### config.mk
export PLATFORM = sky130hd
export DESIGN_NAME = spiUnit
export DESIGN_NICKNAME = d
export VERILOG_FILES = /design/src/spiBusPkg.sv /design/src/spiFramePkg.sv /design/src/ckeGenerator.sv /design/src/spiSignal.sv /design/src/spiSignalMux.sv /design/src/spiUnit.sv
export SDC_FILE = /design/constraint.sdc
export NUM_CORES = 1
export LEC_CHECK = 0
export ABC_AREA = 1
export CORE_ASPECT_RATIO = 1.2
export CORE_MARGIN = 2
export CORE_UTILIZATION = 64
export CTS_CLUSTER_DIAMETER = 100
export CTS_CLUSTER_SIZE = 30
export DETAILED_ROUTE_END_ITERATION = 7
export DONT_BUFFER_PORTS = 1
export PLACE_DENSITY = 0.8
export SYNTH_ARGS = -nofsm -noshare
export SYNTH_HDL_FRONTEND = slang
export SYNTH_HIERARCHICAL = 1
export SYNTH_SLANG_ARGS = --single-unit
### constraint.sdc
create_clock -name sysClk -period 3.9 [get_ports sysClk]
set_input_delay 0.585 -clock sysClk [delete_from_list [all_inputs] [get_ports sysClk]]
set_output_delay 0.585 -clock sysClk [all_outputs]
set_load 0.02 [all_outputs]
### src/spiBusPkg.sv
`default_nettype none

// ---------------------------------------------------------------------------
// Bus side widths and idle values
// ---------------------------------------------------------------------------
package spiBusPkg;

	// Slave frame word, fixed by the SPI protocol
	localparam int FRAME_WORD_W = 32;
	// Bit index inside one frame word
	localparam int WORD_BIT_W = $clog2(FRAME_WORD_W);

	// USI register bus, one frame word per access
	localparam int USI_DATA_W = FRAME_WORD_W;
	// Returned on sMiso when no CSR read runs
	localparam logic [USI_DATA_W-1:0] USI_RD_IDLE = '0;

	// UFI stream bus address is always full width
	localparam int UFI_ADRS_W = 32;
	// Address counter value out of reset
	localparam logic [UFI_ADRS_W-1:0] UFI_ADRS_BASE = '0;

	// ---------------------------------------------------------------------------
	// Master side
	// ---------------------------------------------------------------------------
	// One byte per transfer
	localparam int BYTE_W = 8;
	// Two sck edges per bit
	localparam int HALF_BITS = 2 * BYTE_W;
	localparam int HALF_CNT_W = $clog2(HALF_BITS);

	// Chip select idles high
	localparam logic MCS_IDLE = 1'b1;
	// Receive register out of reset
	localparam logic [BYTE_W-1:0] MRD_RESET = '0;

endpackage

`default_nettype wire

### src/spiFramePkg.sv
`default_nettype none

// ---------------------------------------------------------------------------
// Slave frame layout
// ---------------------------------------------------------------------------
package spiFramePkg;

	// Header field widths, MSB first
	localparam int HDR_CMD_W = 2;
	localparam int HDR_CNT_W = 14;
	localparam int HDR_ADRS_W = 16;
	localparam int HDR_W = HDR_CMD_W + HDR_CNT_W + HDR_ADRS_W;

	// Frame commands
	typedef enum logic [HDR_CMD_W-1:0]
	{
		CMD_CSR_WR = 2'd0,
		CMD_CSR_RD = 2'd1,
		CMD_UFI_WR = 2'd2,
		// Words consumed, nothing issued
		CMD_RSVD = 2'd3
	} spiCmdE;

	// First word of a frame
	typedef struct packed
	{
		// Command in the top bits
		spiCmdE cmd;
		// Number of data words after the header
		logic [HDR_CNT_W-1:0] count;
		// Start address, bumped once per data word
		logic [HDR_ADRS_W-1:0] adrs;
	} spiHeaderS;

	// Same word seen as header or as payload
	typedef union packed
	{
		spiHeaderS hdr;
		logic [HDR_W-1:0] data;
	} spiWordU;

endpackage

`default_nettype wire

### src/ckeGenerator.sv
`timescale 1ns/10ps
`default_nettype none

// Free running divider, one cke pulse every div+1 cycles
module ckeGenerator #(
	parameter int pDivWidth = 16
)(
	input  wire                 sysClk,
	input  wire                 rstN,
	input  wire                 en,
	input  wire [pDivWidth-1:0] div,
	output logic                cke
);

	// Divider copy, keeps the compare off the CSR path
	logic [pDivWidth-1:0] divReg;
	logic [pDivWidth-1:0] cnt;
	logic                 hit;

	// Greater-equal also recovers when div shrinks mid count
	assign hit = (cnt >= divReg);
	assign cke = en & hit;

	always_ff @(posedge sysClk or negedge rstN)
	begin
		if (!rstN)
		begin
			divReg <= '0;
			cnt <= '0;
		end
		else
		begin
			divReg <= div;
			// Held at zero while disabled
			if (!en || hit)
				cnt <= '0;
			else
				cnt <= cnt + 1'b1;
		end
	end

	// Nonzero divider gives at least one idle cycle after each pulse
	assert property (@(posedge sysClk) disable iff (!rstN)
		(cke && div != '0) |=> !cke);

endmodule

`default_nettype wire

### src/spiSignal.sv
`timescale 1ns/10ps
`default_nettype none

// SPI pin engine, mode 0 only
module spiSignal
	import spiBusPkg::*;
(
	input  wire                     sysClk,
	input  wire                     rstN,
	input  wire                     msSel,
	input  wire                     spiEn,
	input  wire                     cke,
	input  wire                     mWe,
	input  wire [BYTE_W-1:0]        mWd,
	output logic [BYTE_W-1:0]       mRd,
	output logic                    spiIntr,
	output logic                    busy,
	output logic                    monopoly,
	output logic                    masterSck,
	output logic                    masterCs,
	output logic                    masterMosi,
	input  wire                     masterMiso,
	input  wire                     slaveSck,
	input  wire                     slaveCs,
	input  wire                     slaveMosi,
	output logic                    slaveMiso,
	input  wire [FRAME_WORD_W-1:0]  sMiso,
	output logic [FRAME_WORD_W-1:0] sRd,
	output logic                    sREd,
	output logic                    sFrameStart
);

	// ---------------------------------------------------------------------------
	// Master role, one byte per mWe
	// ---------------------------------------------------------------------------
	logic [BYTE_W-1:0]     mShift;
	logic [HALF_CNT_W-1:0] halfCnt;
	logic                  misoQ;
	logic                  mStart;
	logic                  lastHalf;

	// Only in master role with the unit enabled
	assign mStart = mWe & spiEn & monopoly & ~busy;
	// Sixteenth cke ends the byte on a falling edge
	assign lastHalf = (halfCnt == HALF_CNT_W'(HALF_BITS - 1));
	// MSB leads, low between bytes
	assign masterMosi = busy & mShift[BYTE_W-1];

	always_ff @(posedge sysClk or negedge rstN)
	begin
		if (!rstN)
		begin
			busy <= 1'b0;
			masterSck <= 1'b0;
			masterCs <= MCS_IDLE;
			halfCnt <= '0;
			spiIntr <= 1'b0;
			mRd <= MRD_RESET;
			monopoly <= 1'b0;
		end
		else
		begin
			spiIntr <= 1'b0;
			// Role pin, one flop
			monopoly <= msSel;
			if (mStart)
			begin
				busy <= 1'b1;
				masterCs <= ~MCS_IDLE;
				halfCnt <= '0;
			end
			else if (busy && cke)
			begin
				masterSck <= ~masterSck;
				halfCnt <= halfCnt + 1'b1;
				if (lastHalf)
				begin
					busy <= 1'b0;
					masterCs <= MCS_IDLE;
					spiIntr <= 1'b1;
					// Last sampled bit joins the shifter
					mRd <= {mShift[BYTE_W-2:0], misoQ};
				end
			end
		end
	end

	// Sample on rising sck, shift on falling sck
	always_ff @(posedge sysClk)
	begin
		if (mStart)
			mShift <= mWd;
		else if (busy && cke)
		begin
			if (!masterSck)
				misoQ <= masterMiso;
			else
				mShift <= {mShift[BYTE_W-2:0], misoQ};
		end
	end

	// ---------------------------------------------------------------------------
	// Slave role, 32-bit words from an external master
	// ---------------------------------------------------------------------------
	logic [1:0]              sckSync;
	logic [1:0]              csSync;
	logic [1:0]              mosiSync;
	logic                    sckPrev;
	logic                    csPrev;
	logic                    csLow;
	logic                    sckRise;
	logic                    sckFall;
	logic [WORD_BIT_W-1:0]   bitCnt;
	logic [FRAME_WORD_W-1:0] rxShift;
	logic [FRAME_WORD_W-1:0] txShift;

	assign csLow = ~csSync[1];
	// Edges seen only inside a frame
	assign sckRise = csLow & sckSync[1] & ~sckPrev;
	assign sckFall = csLow & ~sckSync[1] & sckPrev;
	// Frame boundary on either CS edge, a rising CS drops the frame
	assign sFrameStart = csSync[1] ^ csPrev;

	// Word completes on the 32nd rising edge
	assign sRd = {rxShift[FRAME_WORD_W-2:0], mosiSync[1]};
	assign sREd = sckRise & ~monopoly & (&bitCnt);
	assign slaveMiso = txShift[FRAME_WORD_W-1];

	always_ff @(posedge sysClk or negedge rstN)
	begin
		if (!rstN)
		begin
			sckSync <= 2'b00;
			csSync <= 2'b11;
			mosiSync <= 2'b00;
			sckPrev <= 1'b0;
			csPrev <= 1'b1;
			bitCnt <= '0;
		end
		else
		begin
			// Two flop synchronizers
			sckSync <= {sckSync[0], slaveSck};
			csSync <= {csSync[0], slaveCs};
			mosiSync <= {mosiSync[0], slaveMosi};
			sckPrev <= sckSync[1];
			csPrev <= csSync[1];
			// Counter wraps at the word boundary
			if (!csLow)
				bitCnt <= '0;
			else if (sckRise)
				bitCnt <= bitCnt + 1'b1;
		end
	end

	always_ff @(posedge sysClk)
	begin
		if (sckRise)
			rxShift <= sRd;
		// Reply word loaded on the first falling edge of each word
		if (!csLow)
			txShift <= '0;
		else if (sckFall)
		begin
			if (bitCnt == '0)
				txShift <= sMiso;
			else
				txShift <= {txShift[FRAME_WORD_W-2:0], 1'b0};
		end
	end

	// CSR side must wait for spiIntr
	assert property (@(posedge sysClk) disable iff (!rstN) mWe |-> !busy);

	// Word strobe only with CS low at the pin two cycles back
	assert property (@(posedge sysClk) disable iff (!rstN) sREd |-> !$past(slaveCs, 2));

endmodule

`default_nettype wire

### src/spiSignalMux.sv
`timescale 1ns/10ps
`default_nettype none

// Slave frame decoder, bridges words to USI and UFI
module spiSignalMux
	import spiBusPkg::*;
	import spiFramePkg::*;
#(
	parameter int pBusAdrsBit = 16,
	parameter int pUfiBusWidth = 16
)(
	input  wire                     sysClk,
	input  wire                     rstN,
	input  wire                     sFrameStart,
	input  wire                     sREd,
	input  wire [FRAME_WORD_W-1:0]  sRd,
	output logic [FRAME_WORD_W-1:0] sMiso,
	input  wire [USI_DATA_W-1:0]    usiRd,
	output logic [USI_DATA_W-1:0]   usiWd,
	output logic [pBusAdrsBit-1:0]  usiAdrs,
	output logic                    usiWe,
	output logic [pUfiBusWidth-1:0] ufiWd,
	output logic [UFI_ADRS_W-1:0]   ufiAdrs,
	output logic                    ufiWe,
	output logic                    ufiVd
);

	spiWordU                 word;
	spiCmdE                  cmd;
	logic                    hdrSeen;
	logic                    active;
	logic                    advance;
	logic                    dataWord;
	logic [HDR_CNT_W-1:0]    remCnt;
	logic [UFI_ADRS_W-1:0]   adrsCnt;
	logic [FRAME_WORD_W-1:0] dataQ;

	assign word = sRd;
	// Data word still owed by the header
	assign dataWord = sREd & hdrSeen & active;

	// Address shown all the time, bumped the cycle after a strobe
	assign usiAdrs = adrsCnt[pBusAdrsBit-1:0];
	assign ufiAdrs = adrsCnt;
	assign usiWd = dataQ;
	assign ufiWd = dataQ[pUfiBusWidth-1:0];
	// Read data goes back combinationally
	assign sMiso = (active && cmd == CMD_CSR_RD) ? usiRd : USI_RD_IDLE;

	// ---------------------------------------------------------------------------
	// Header and data phase
	// ---------------------------------------------------------------------------
	always_ff @(posedge sysClk or negedge rstN)
	begin
		if (!rstN)
		begin
			hdrSeen <= 1'b0;
			active <= 1'b0;
			cmd <= CMD_RSVD;
			remCnt <= '0;
			adrsCnt <= UFI_ADRS_BASE;
			advance <= 1'b0;
			usiWe <= 1'b0;
			ufiWe <= 1'b0;
			ufiVd <= 1'b0;
		end
		else
		begin
			usiWe <= 1'b0;
			ufiWe <= 1'b0;
			advance <= dataWord;
			if (advance)
				adrsCnt <= adrsCnt + 1'b1;
			// Valid drops one cycle after the last stream word
			if (advance && !active)
				ufiVd <= 1'b0;

			if (sFrameStart)
			begin
				hdrSeen <= 1'b0;
				active <= 1'b0;
				ufiVd <= 1'b0;
			end
			else if (sREd && !hdrSeen)
			begin
				hdrSeen <= 1'b1;
				cmd <= word.hdr.cmd;
				remCnt <= word.hdr.count;
				adrsCnt <= UFI_ADRS_W'(word.hdr.adrs);
				active <= (word.hdr.count != '0);
				ufiVd <= (word.hdr.cmd == CMD_UFI_WR) && (word.hdr.count != '0);
			end
			else if (dataWord)
			begin
				remCnt <= remCnt - 1'b1;
				if (remCnt == HDR_CNT_W'(1))
					active <= 1'b0;
				case (cmd)
					CMD_CSR_WR: usiWe <= 1'b1;
					CMD_UFI_WR: ufiWe <= 1'b1;
					// Read only advances, reserved only consumes
					default: ;
				endcase
			end
		end
	end

	// Word payload for both buses
	always_ff @(posedge sysClk)
	begin
		if (dataWord)
			dataQ <= word.data;
	end

	// One command per frame
	assert property (@(posedge sysClk) disable iff (!rstN) !(usiWe && ufiWe));

endmodule

`default_nettype wire

### src/spiUnit.sv
`timescale 1ns/10ps
`default_nettype none

// SPI control unit, master or slave by msSel
module spiUnit
	import spiBusPkg::*;
#(
	parameter int pBusAdrsBit = 16,
	parameter int pDivClk = 16,
	parameter int pUfiBusWidth = 16
)(
	input  wire                     sysClk,
	input  wire                     rstN,
	input  wire                     msSel,
	// Master side CSR
	input  wire                     spiEn,
	input  wire [pDivClk-1:0]       spiDiv,
	input  wire                     mWe,
	input  wire [BYTE_W-1:0]        mWd,
	output logic [BYTE_W-1:0]       mRd,
	output logic                    spiIntr,
	output logic                    busy,
	// Master side pins
	output logic                    masterSck,
	output logic                    masterCs,
	output logic                    masterMosi,
	input  wire                     masterMiso,
	// Slave side pins
	input  wire                     slaveSck,
	input  wire                     slaveCs,
	input  wire                     slaveMosi,
	output logic                    slaveMiso,
	// USI register bus
	output logic                    usiMonopoly,
	input  wire [USI_DATA_W-1:0]    usiRd,
	output logic [USI_DATA_W-1:0]   usiWd,
	output logic [pBusAdrsBit-1:0]  usiAdrs,
	output logic                    usiWe,
	// UFI stream bus
	output logic [pUfiBusWidth-1:0] ufiWd,
	output logic [UFI_ADRS_W-1:0]   ufiAdrs,
	output logic                    ufiWe,
	output logic                    ufiVd
);

	logic                    cke;
	logic [FRAME_WORD_W-1:0] sMiso;
	logic [FRAME_WORD_W-1:0] sRd;
	logic                    sREd;
	logic                    sFrameStart;

	// ---------------------------------------------------------------------------
	// Clock enable, pin engine, bus bridge
	// ---------------------------------------------------------------------------
	ckeGenerator #(
		.pDivWidth (pDivClk)
	) ckeGen (
		.sysClk (sysClk),
		.rstN   (rstN),
		.en     (spiEn),
		.div    (spiDiv),
		.cke    (cke)
	);

	spiSignal spiSig (
		.sysClk      (sysClk),
		.rstN        (rstN),
		.msSel       (msSel),
		.spiEn       (spiEn),
		.cke         (cke),
		.mWe         (mWe),
		.mWd         (mWd),
		.mRd         (mRd),
		.spiIntr     (spiIntr),
		.busy        (busy),
		.monopoly    (usiMonopoly),
		.masterSck   (masterSck),
		.masterCs    (masterCs),
		.masterMosi  (masterMosi),
		.masterMiso  (masterMiso),
		.slaveSck    (slaveSck),
		.slaveCs     (slaveCs),
		.slaveMosi   (slaveMosi),
		.slaveMiso   (slaveMiso),
		.sMiso       (sMiso),
		.sRd         (sRd),
		.sREd        (sREd),
		.sFrameStart (sFrameStart)
	);

	spiSignalMux #(
		.pBusAdrsBit  (pBusAdrsBit),
		.pUfiBusWidth (pUfiBusWidth)
	) spiSigMux (
		.sysClk      (sysClk),
		.rstN        (rstN),
		.sFrameStart (sFrameStart),
		.sREd        (sREd),
		.sRd         (sRd),
		.sMiso       (sMiso),
		.usiRd       (usiRd),
		.usiWd       (usiWd),
		.usiAdrs     (usiAdrs),
		.usiWe       (usiWe),
		.ufiWd       (ufiWd),
		.ufiAdrs     (ufiAdrs),
		.ufiWe       (ufiWe),
		.ufiVd       (ufiVd)
	);

endmodule

`default_nettype wire

### After elaboration in Yosys (flattened, before gate mapping)

Cells that the tools add are included.

* word-level logic and storage cells: 133
* bits in latches: 0
* register bits: 220
* output and inout bits: 114
* memories: 0
* bits in writable memories: 0
* ROM bits: 0
* bits of input ports: 65

* add/sub/neg operators: 5
* divide/modulo/power cells: 0
* mux-type cells: 41
* bitwise logic cells: 22
* reductions and logical operators: 30
* shift-type cells: 0
* order comparisons: 1
* equality and inequality tests: 5
* multiply operators: 0

Operators by type and width (count)
* 2-to-1 mux 32 bit: 5
* adder 32 x 1 -> 32 bit (second input constant): 1
* 2-to-1 mux 14 bit: 2
* 2-to-1 mux 1 bit: 26
* 2-to-1 mux 8 bit: 3
* adder 16 x 1 -> 16 bit (second input constant): 1
* >= comparator 16 bit: 1
* 2-to-1 mux 16 bit: 1
* == test 14 x 1 -> 1 bit (second input constant): 1
* nonzero test 14 bit: 1
* subtractor 14 x 1 -> 14 bit (second input constant): 1
* AND 1 bit: 13
* AND reduction 2 bit: 6
* nonzero test 2 bit: 6
* 2-to-1 mux 5 bit: 2
* nonzero test 3 bit: 3
* 2-to-1 mux 4 bit: 2
* NOT 1 bit: 8
* AND reduction 3 bit: 2
* adder 5 x 1 -> 5 bit (second input constant): 1
* logical AND 1 bit: 5
* zero test 5 bit: 1
* AND reduction 5 bit: 1
* adder 4 x 1 -> 4 bit (second input constant): 1
* other kinds (7): 10

### Longest topological paths before layout

* depth after elaboration: 10
* mapped depth: 16
* mapped depth without buffers: 16

### Cells and area by module

Netlist, hierarchy kept.

By module, submodules not included
* spiSignalMux: cells an instance 623, area an instance 4809.6 um^2, instances 1, seq. area each 2314.7 um^2
* spiSignal: cells an instance 463, area an instance 4230.3 um^2, instances 1, seq. area each 2597.5 um^2
* ckeGenerator: cells an instance 170, area an instance 1651.6 um^2, instances 1, seq. area each 800.8 um^2

### Least setup slack after synthesis

OpenSTA, ideal clock, no wires.

* path type: reg-to-reg
* from: register spiSig.csSync[1]
* to: register spiSigMux.dataQ[0] (netlist: spiSigMux/usiWd[0]) (enable)
* library setup time: 0.387 ns
* slack: 0.962 ns
* period minus slack after synthesis: 2.938 ns
* buffers on the path: 1
* required time: 3.513 ns
* arrival time: 2.551 ns
* cell stages (with the launch flop): 9
* path through: dfstp_2 buf_4 inv_1 nand3_1 inv_1 nand2_1 nor2_1 nand3_1 inv_1

* longest elaborated chain between the ends: 7

Ends and longest elaborated chain
* start: declaration: RTL line spiSignal.sv:106 `logic [1:0] csSync;`
* start signal: assignment: RTL line spiSignal.sv:144 `csSync <= {csSync[0], slaveCs};`
* NOT 1 bit: RTL line spiSignal.sv:117 `assign csLow = ~csSync[1];`
* AND 1 bit (2 in a row): RTL line spiSignal.sv:119 `assign sckRise = csLow & sckSync[1] & ~sckPrev;`
* named net spiSig.sckRise: RTL line spiSignal.sv:111 `logic sckRise;`
* AND 1 bit (2 in a row): RTL line spiSignal.sv:126 `assign sREd = sckRise & ~monopoly & (&bitCnt);`
* named net sREd: RTL line spiUnit.sv:49 `logic sREd;`
* AND 1 bit (2 in a row): RTL line spiSignalMux.sv:40 `assign dataWord = sREd & hdrSeen & active;`
* named net spiSigMux.dataWord: RTL line spiSignalMux.sv:33 `logic dataWord;`
* end signal: assignment: RTL line spiSignalMux.sv:112 `dataQ <= word.data;`
* end: declaration: RTL line spiSignalMux.sv:36 `logic [FRAME_WORD_W-1:0] dataQ;`

The timed path passes the listed nets, and every way through them passes these cells.
A chain may end at the register's enable or synchronous reset.

### Worst setup path in the final report

* from: register ckeGen.cnt[3]
* to: register spiSig.mRd[4]

* longest elaborated chain between the ends: 4

Ends and longest elaborated chain
* start: declaration: RTL line ckeGenerator.sv:17 `logic [pDivWidth-1:0] cnt;`
* start signal: assignment: RTL line ckeGenerator.sv:38 `cnt <= cnt + 1'b1;`
* >= comparator 16 bit: RTL line ckeGenerator.sv:21 `assign hit = (cnt >= divReg);`
* AND 1 bit: RTL line ckeGenerator.sv:22 `assign cke = en & hit;`
* named net cke: RTL line spiUnit.sv:46 `logic cke;`
* logical AND 1 bit: RTL line spiSignal.sv:72 `else if (busy && cke)`
* AND reduction 3 bit (no line)
* end signal: assignment: RTL line spiSignal.sv:82 `mRd <= {mShift[BYTE_W-2:0], misoQ};`
* end: declaration: RTL line spiSignal.sv:15 `output logic [BYTE_W-1:0] mRd,`

The timed path passes the listed nets, and every way through them passes these cells.

==> flow_metrics.py <==
metrics = {
    "run_status": {
        "status": "finished clean",
    },
    "setup_path": {
        "required_ps": 4270,
        "worst-path-buf-inv": 1,
        "path_delay_family": "simple AND/OR/NAND/NOR gates",
        "crit_path_end_kind": "register",
        "r2r_slack_ps": 1000,
        "crit_path_start": "ckeGen/cnt[3]$_DFF_PN0_",
        "r2r_start": "ckeGen/cnt[3]$_DFF_PN0_",
        "cp_max_fo": 12,
        "path_cells": "ha_1 -> nand2_1 -> nor2_1 -> nor2_1 -> nand2_1 -> nand2_1 -> nand2_1 -> nand2_2 -> a21boi_0 -> nand2_2 -> nor2_1 -> inv_1 -> nand2_1 -> nand2_1",
        "startpoint_type": "register",
        "cpPeakStageDelay_ps": 580,
        "worstPathArrival_ps": 3270,
        "worstSetupPathType": "reg -> reg",
        "crit_path_frequent_cell": "nand2_1",
        "slowest_stage": "nor2_1",
    },
    "finish": {
        "n_fill_cell": 1309,
        "fin_area_um2": 10900,
        "area_growth_pct": 1.94,
        "final_common_cell": "nand2_1",
        "final_nets": 1299,
        "final_cell_mix": "277 x nand2_1, 185 x inv_1, 155 x nor2_1",
        "drive_gt1_frac": 0.0577,
    },
    "floorplanning": {
        "die_x_um": 122,
        "start_util": 0.657,
        "die_h_um": 146,
        "floorplan.core_area_um2": 16300,
        "dieArea_um2": 17800,
        "fp-row-count": 51,
        "pin_count": 179,
    },
    "yosys": {
        "synth_top_family_by_area": "simple AND/OR/NAND/NOR gates",
        "ys_ff_latch": 220,
        "yosys.area_share.simple": 0.254,
        "synthXorXnorAreaFrac": 0.0229,
        "synth_fa_ha_area_frac": 0.0281,
        "syn_inst": 1256,
        "netlist_area_um2": 10700,
        "synth_fp_nets": 1345,
        "synth.avg_cell_area_um2": 8.51,
        "synth_cell_type_count": 42,
        "synth_compound_area_frac": 0.0513,
        "synthMuxAreaShare": 0,
        "seq_area_frac_synth": 0.534,
        "ys.warnings.count": 6,
    },
    "clock_tree": {
        "cts_tree": "built",
        "htreeDepth": 1,
        "post-cts-setup-buffer-count": 0,
        "holdBufCountCts": 1,
        "cts.reportedPaths.clkPinSlew_ps": 120,
        "numCtsBuffers": 11,
        "cts_resized": 0,
        "clockBufferDepth": 3,
        "cts_sinks": 220,
        "cts-root-buf": "clkbuf_16",
        "insertion_delay_ps": 470,
    },
    "hold_path": {
        "hold_class": "in -> async",
    },
    "routing": {
        "route.detailed.drc": 0,
        "drt_iter0_markers": 529,
        "wl_per_cell_um": 14.9,
        "vias_per_cell": 5.44,
        "via_count": 7761,
        "drt_pass1_iterations": 4,
        "ant_nets": 0,
        "wirelength_um": 21200,
    },
    "placed_design": {
        "place_area_um2": 10600,
        "post-dp-hpwl_um": 14700,
        "gp_congestion": 0.883,
        "port_buffers": 0,
    },
    "pwr": {
        "p_per_area_nw_per_um2": 356,
        "p_leak_nw": 4.92,
        "ir_drop_mv": 0.459,
    },
    "global_route": {
        "grt_antenna_before_repair": 1,
        "grt_pass1_wl_um": 35000,
        "grtUsageTotal": 0.239,
        "grt_max_degree": 117,
        "first_global_vias": 7187,
        "grt.overflow.total": 0,
    },
    "timing": {
        "period_minus_slack_ps": 2900,
        "fin_skew_ps": 32.0,
        "hold_viol": 0,
        "maxSlewViolCount": 0,
        "fin_hold_ws_ps": 38.5,
        "rsz0062_at_grt": "no",
        "fmax_mhz": 344,
        "tightestPinTransition_ps": 1180,
        "period_share": 0.744,
        "maxSlewHeadroom": 0.209,
        "tns_ps": 0,
        "finalSetupViolations": 0,
    },
    "flow_run": {
        "maxCapViolCount": 0,
    },
}
[cell usage after synthesis (all sizes together)]
cell      n  area (um2)
or2       1        6.26
dfxtp    32         641
dfrtp   110        2750
o21ai    32         164
a31oi     3        18.8
o21bai    1        7.51
inv     189         712
nand4    18         113
o22ai     1        6.26
clkinv    2        7.51
nand3b    4        30.0
nor4      2        12.5
clkbuf   11        41.3
xnor2     4        35.0
ha       24         300
nor3     14        80.1
o211ai    1        7.51
a21oi    62         314
nor2    178         746
dfstp     6         158
a21boi    1        7.51
nand2   284        1080
xor2     24         210
nor3b     1        7.51
edfxtp   72        2160
nand3   120         633
o31ai     1        7.51
o21a      2        15.0
buf      56         413
[cells by family after synthesis]
group	after synthesis
AO/OA/AOI/OAI	104
buffers and inverters	258
XOR/XNOR	28
AND/OR/NAND/NOR	622
adder cells (fa/ha/maj)	24
flip-flops	220
[worst paths after layout]
path / to / depth (start not counted)
max: spiSig/mRd[4]$_DFFE_PN0P_ / 14
min: spiSigMux/ufiAdrs[24]$_DFF_PN0_ / 1
max reg2reg: spiSig/mRd[4]$_DFFE_PN0P_ / 14
min reg2reg: spiSig/sckSync[1]$_DFF_PN0_ / 0
max in group asynchronous: spiSigMux/remCnt[4]$_DFFE_PN0P_ / 1
min in group sysClk: spiSig/csSync[0]$_DFF_PN1_ / 0
[routing by layer]
metal | up-vias | global-route usage | part of all wire
met5 | - | 0 | 0
met4 | 0 | 0.0540 | 0.017
met3 | 34 | 0.0408 | 0.060
met2 | 214 | 0.405 | 0.50
met1 | 3676 | 0.324 | 0.42
li1 | 3837 | - | -
[layout make-up]
class | count | area (um2) | area share
clock inverters | 1 | 20.0 | 0.00184
flip-flops and latches | 220 | 5710 | 0.524
diodes | 1 | 2.50 | 0.000230
clock buffers | 16 | 294 | 0.0270
inverters | 191 | 719 | 0.0660
multi-input cells | 778 | 3800 | 0.349
repair buffers | 8 | 80.1 | 0.00735
well taps | 212 | 265 | 0.0243
[stage by stage]
step,worst slack (ps),cells,total power [mW],utilization
2_1_floorplan,962,1256,2.63,-
3_3_place_gp,1120,1408,2.66,0.649
3_5_place_dp,1010,1408,2.66,0.649
4_1_cts,979,1426,3.92,0.670
5_1_grt,662,1426,4.05,0.670
6_report,997,1427,3.88,0.670
[flip-flops by register name, summed over array words and instances, names as in the netlist, 2 cells and up]
name / cells
spiSig/txShift: 32
spiSig/bitCnt: 5
spiSigMux/cmd: 2
spiSig/sckSync: 2
spiSig/mRd: 8
ckeGen/cnt: 16
spiSigMux/ufiAdrs: 32
spiSig/csSync: 2
spiSigMux/usiWd: 32
spiSig/mShift: 8
ckeGen/divReg: 16
spiSigMux/remCnt: 14
spiSig/mosiSync: 2
spiSig/rxShift: 31
spiSig/halfCnt: 4
[power breakdown]
part / total, mW / switching [mW] / internal (mW)
clock network: 1.24 / 0.690 / 0.545
logic: 0.204 / 0.144 / 0.0600
registers: 2.44 / 0.0245 / 2.41
Power figures use the tool's default switching activity.
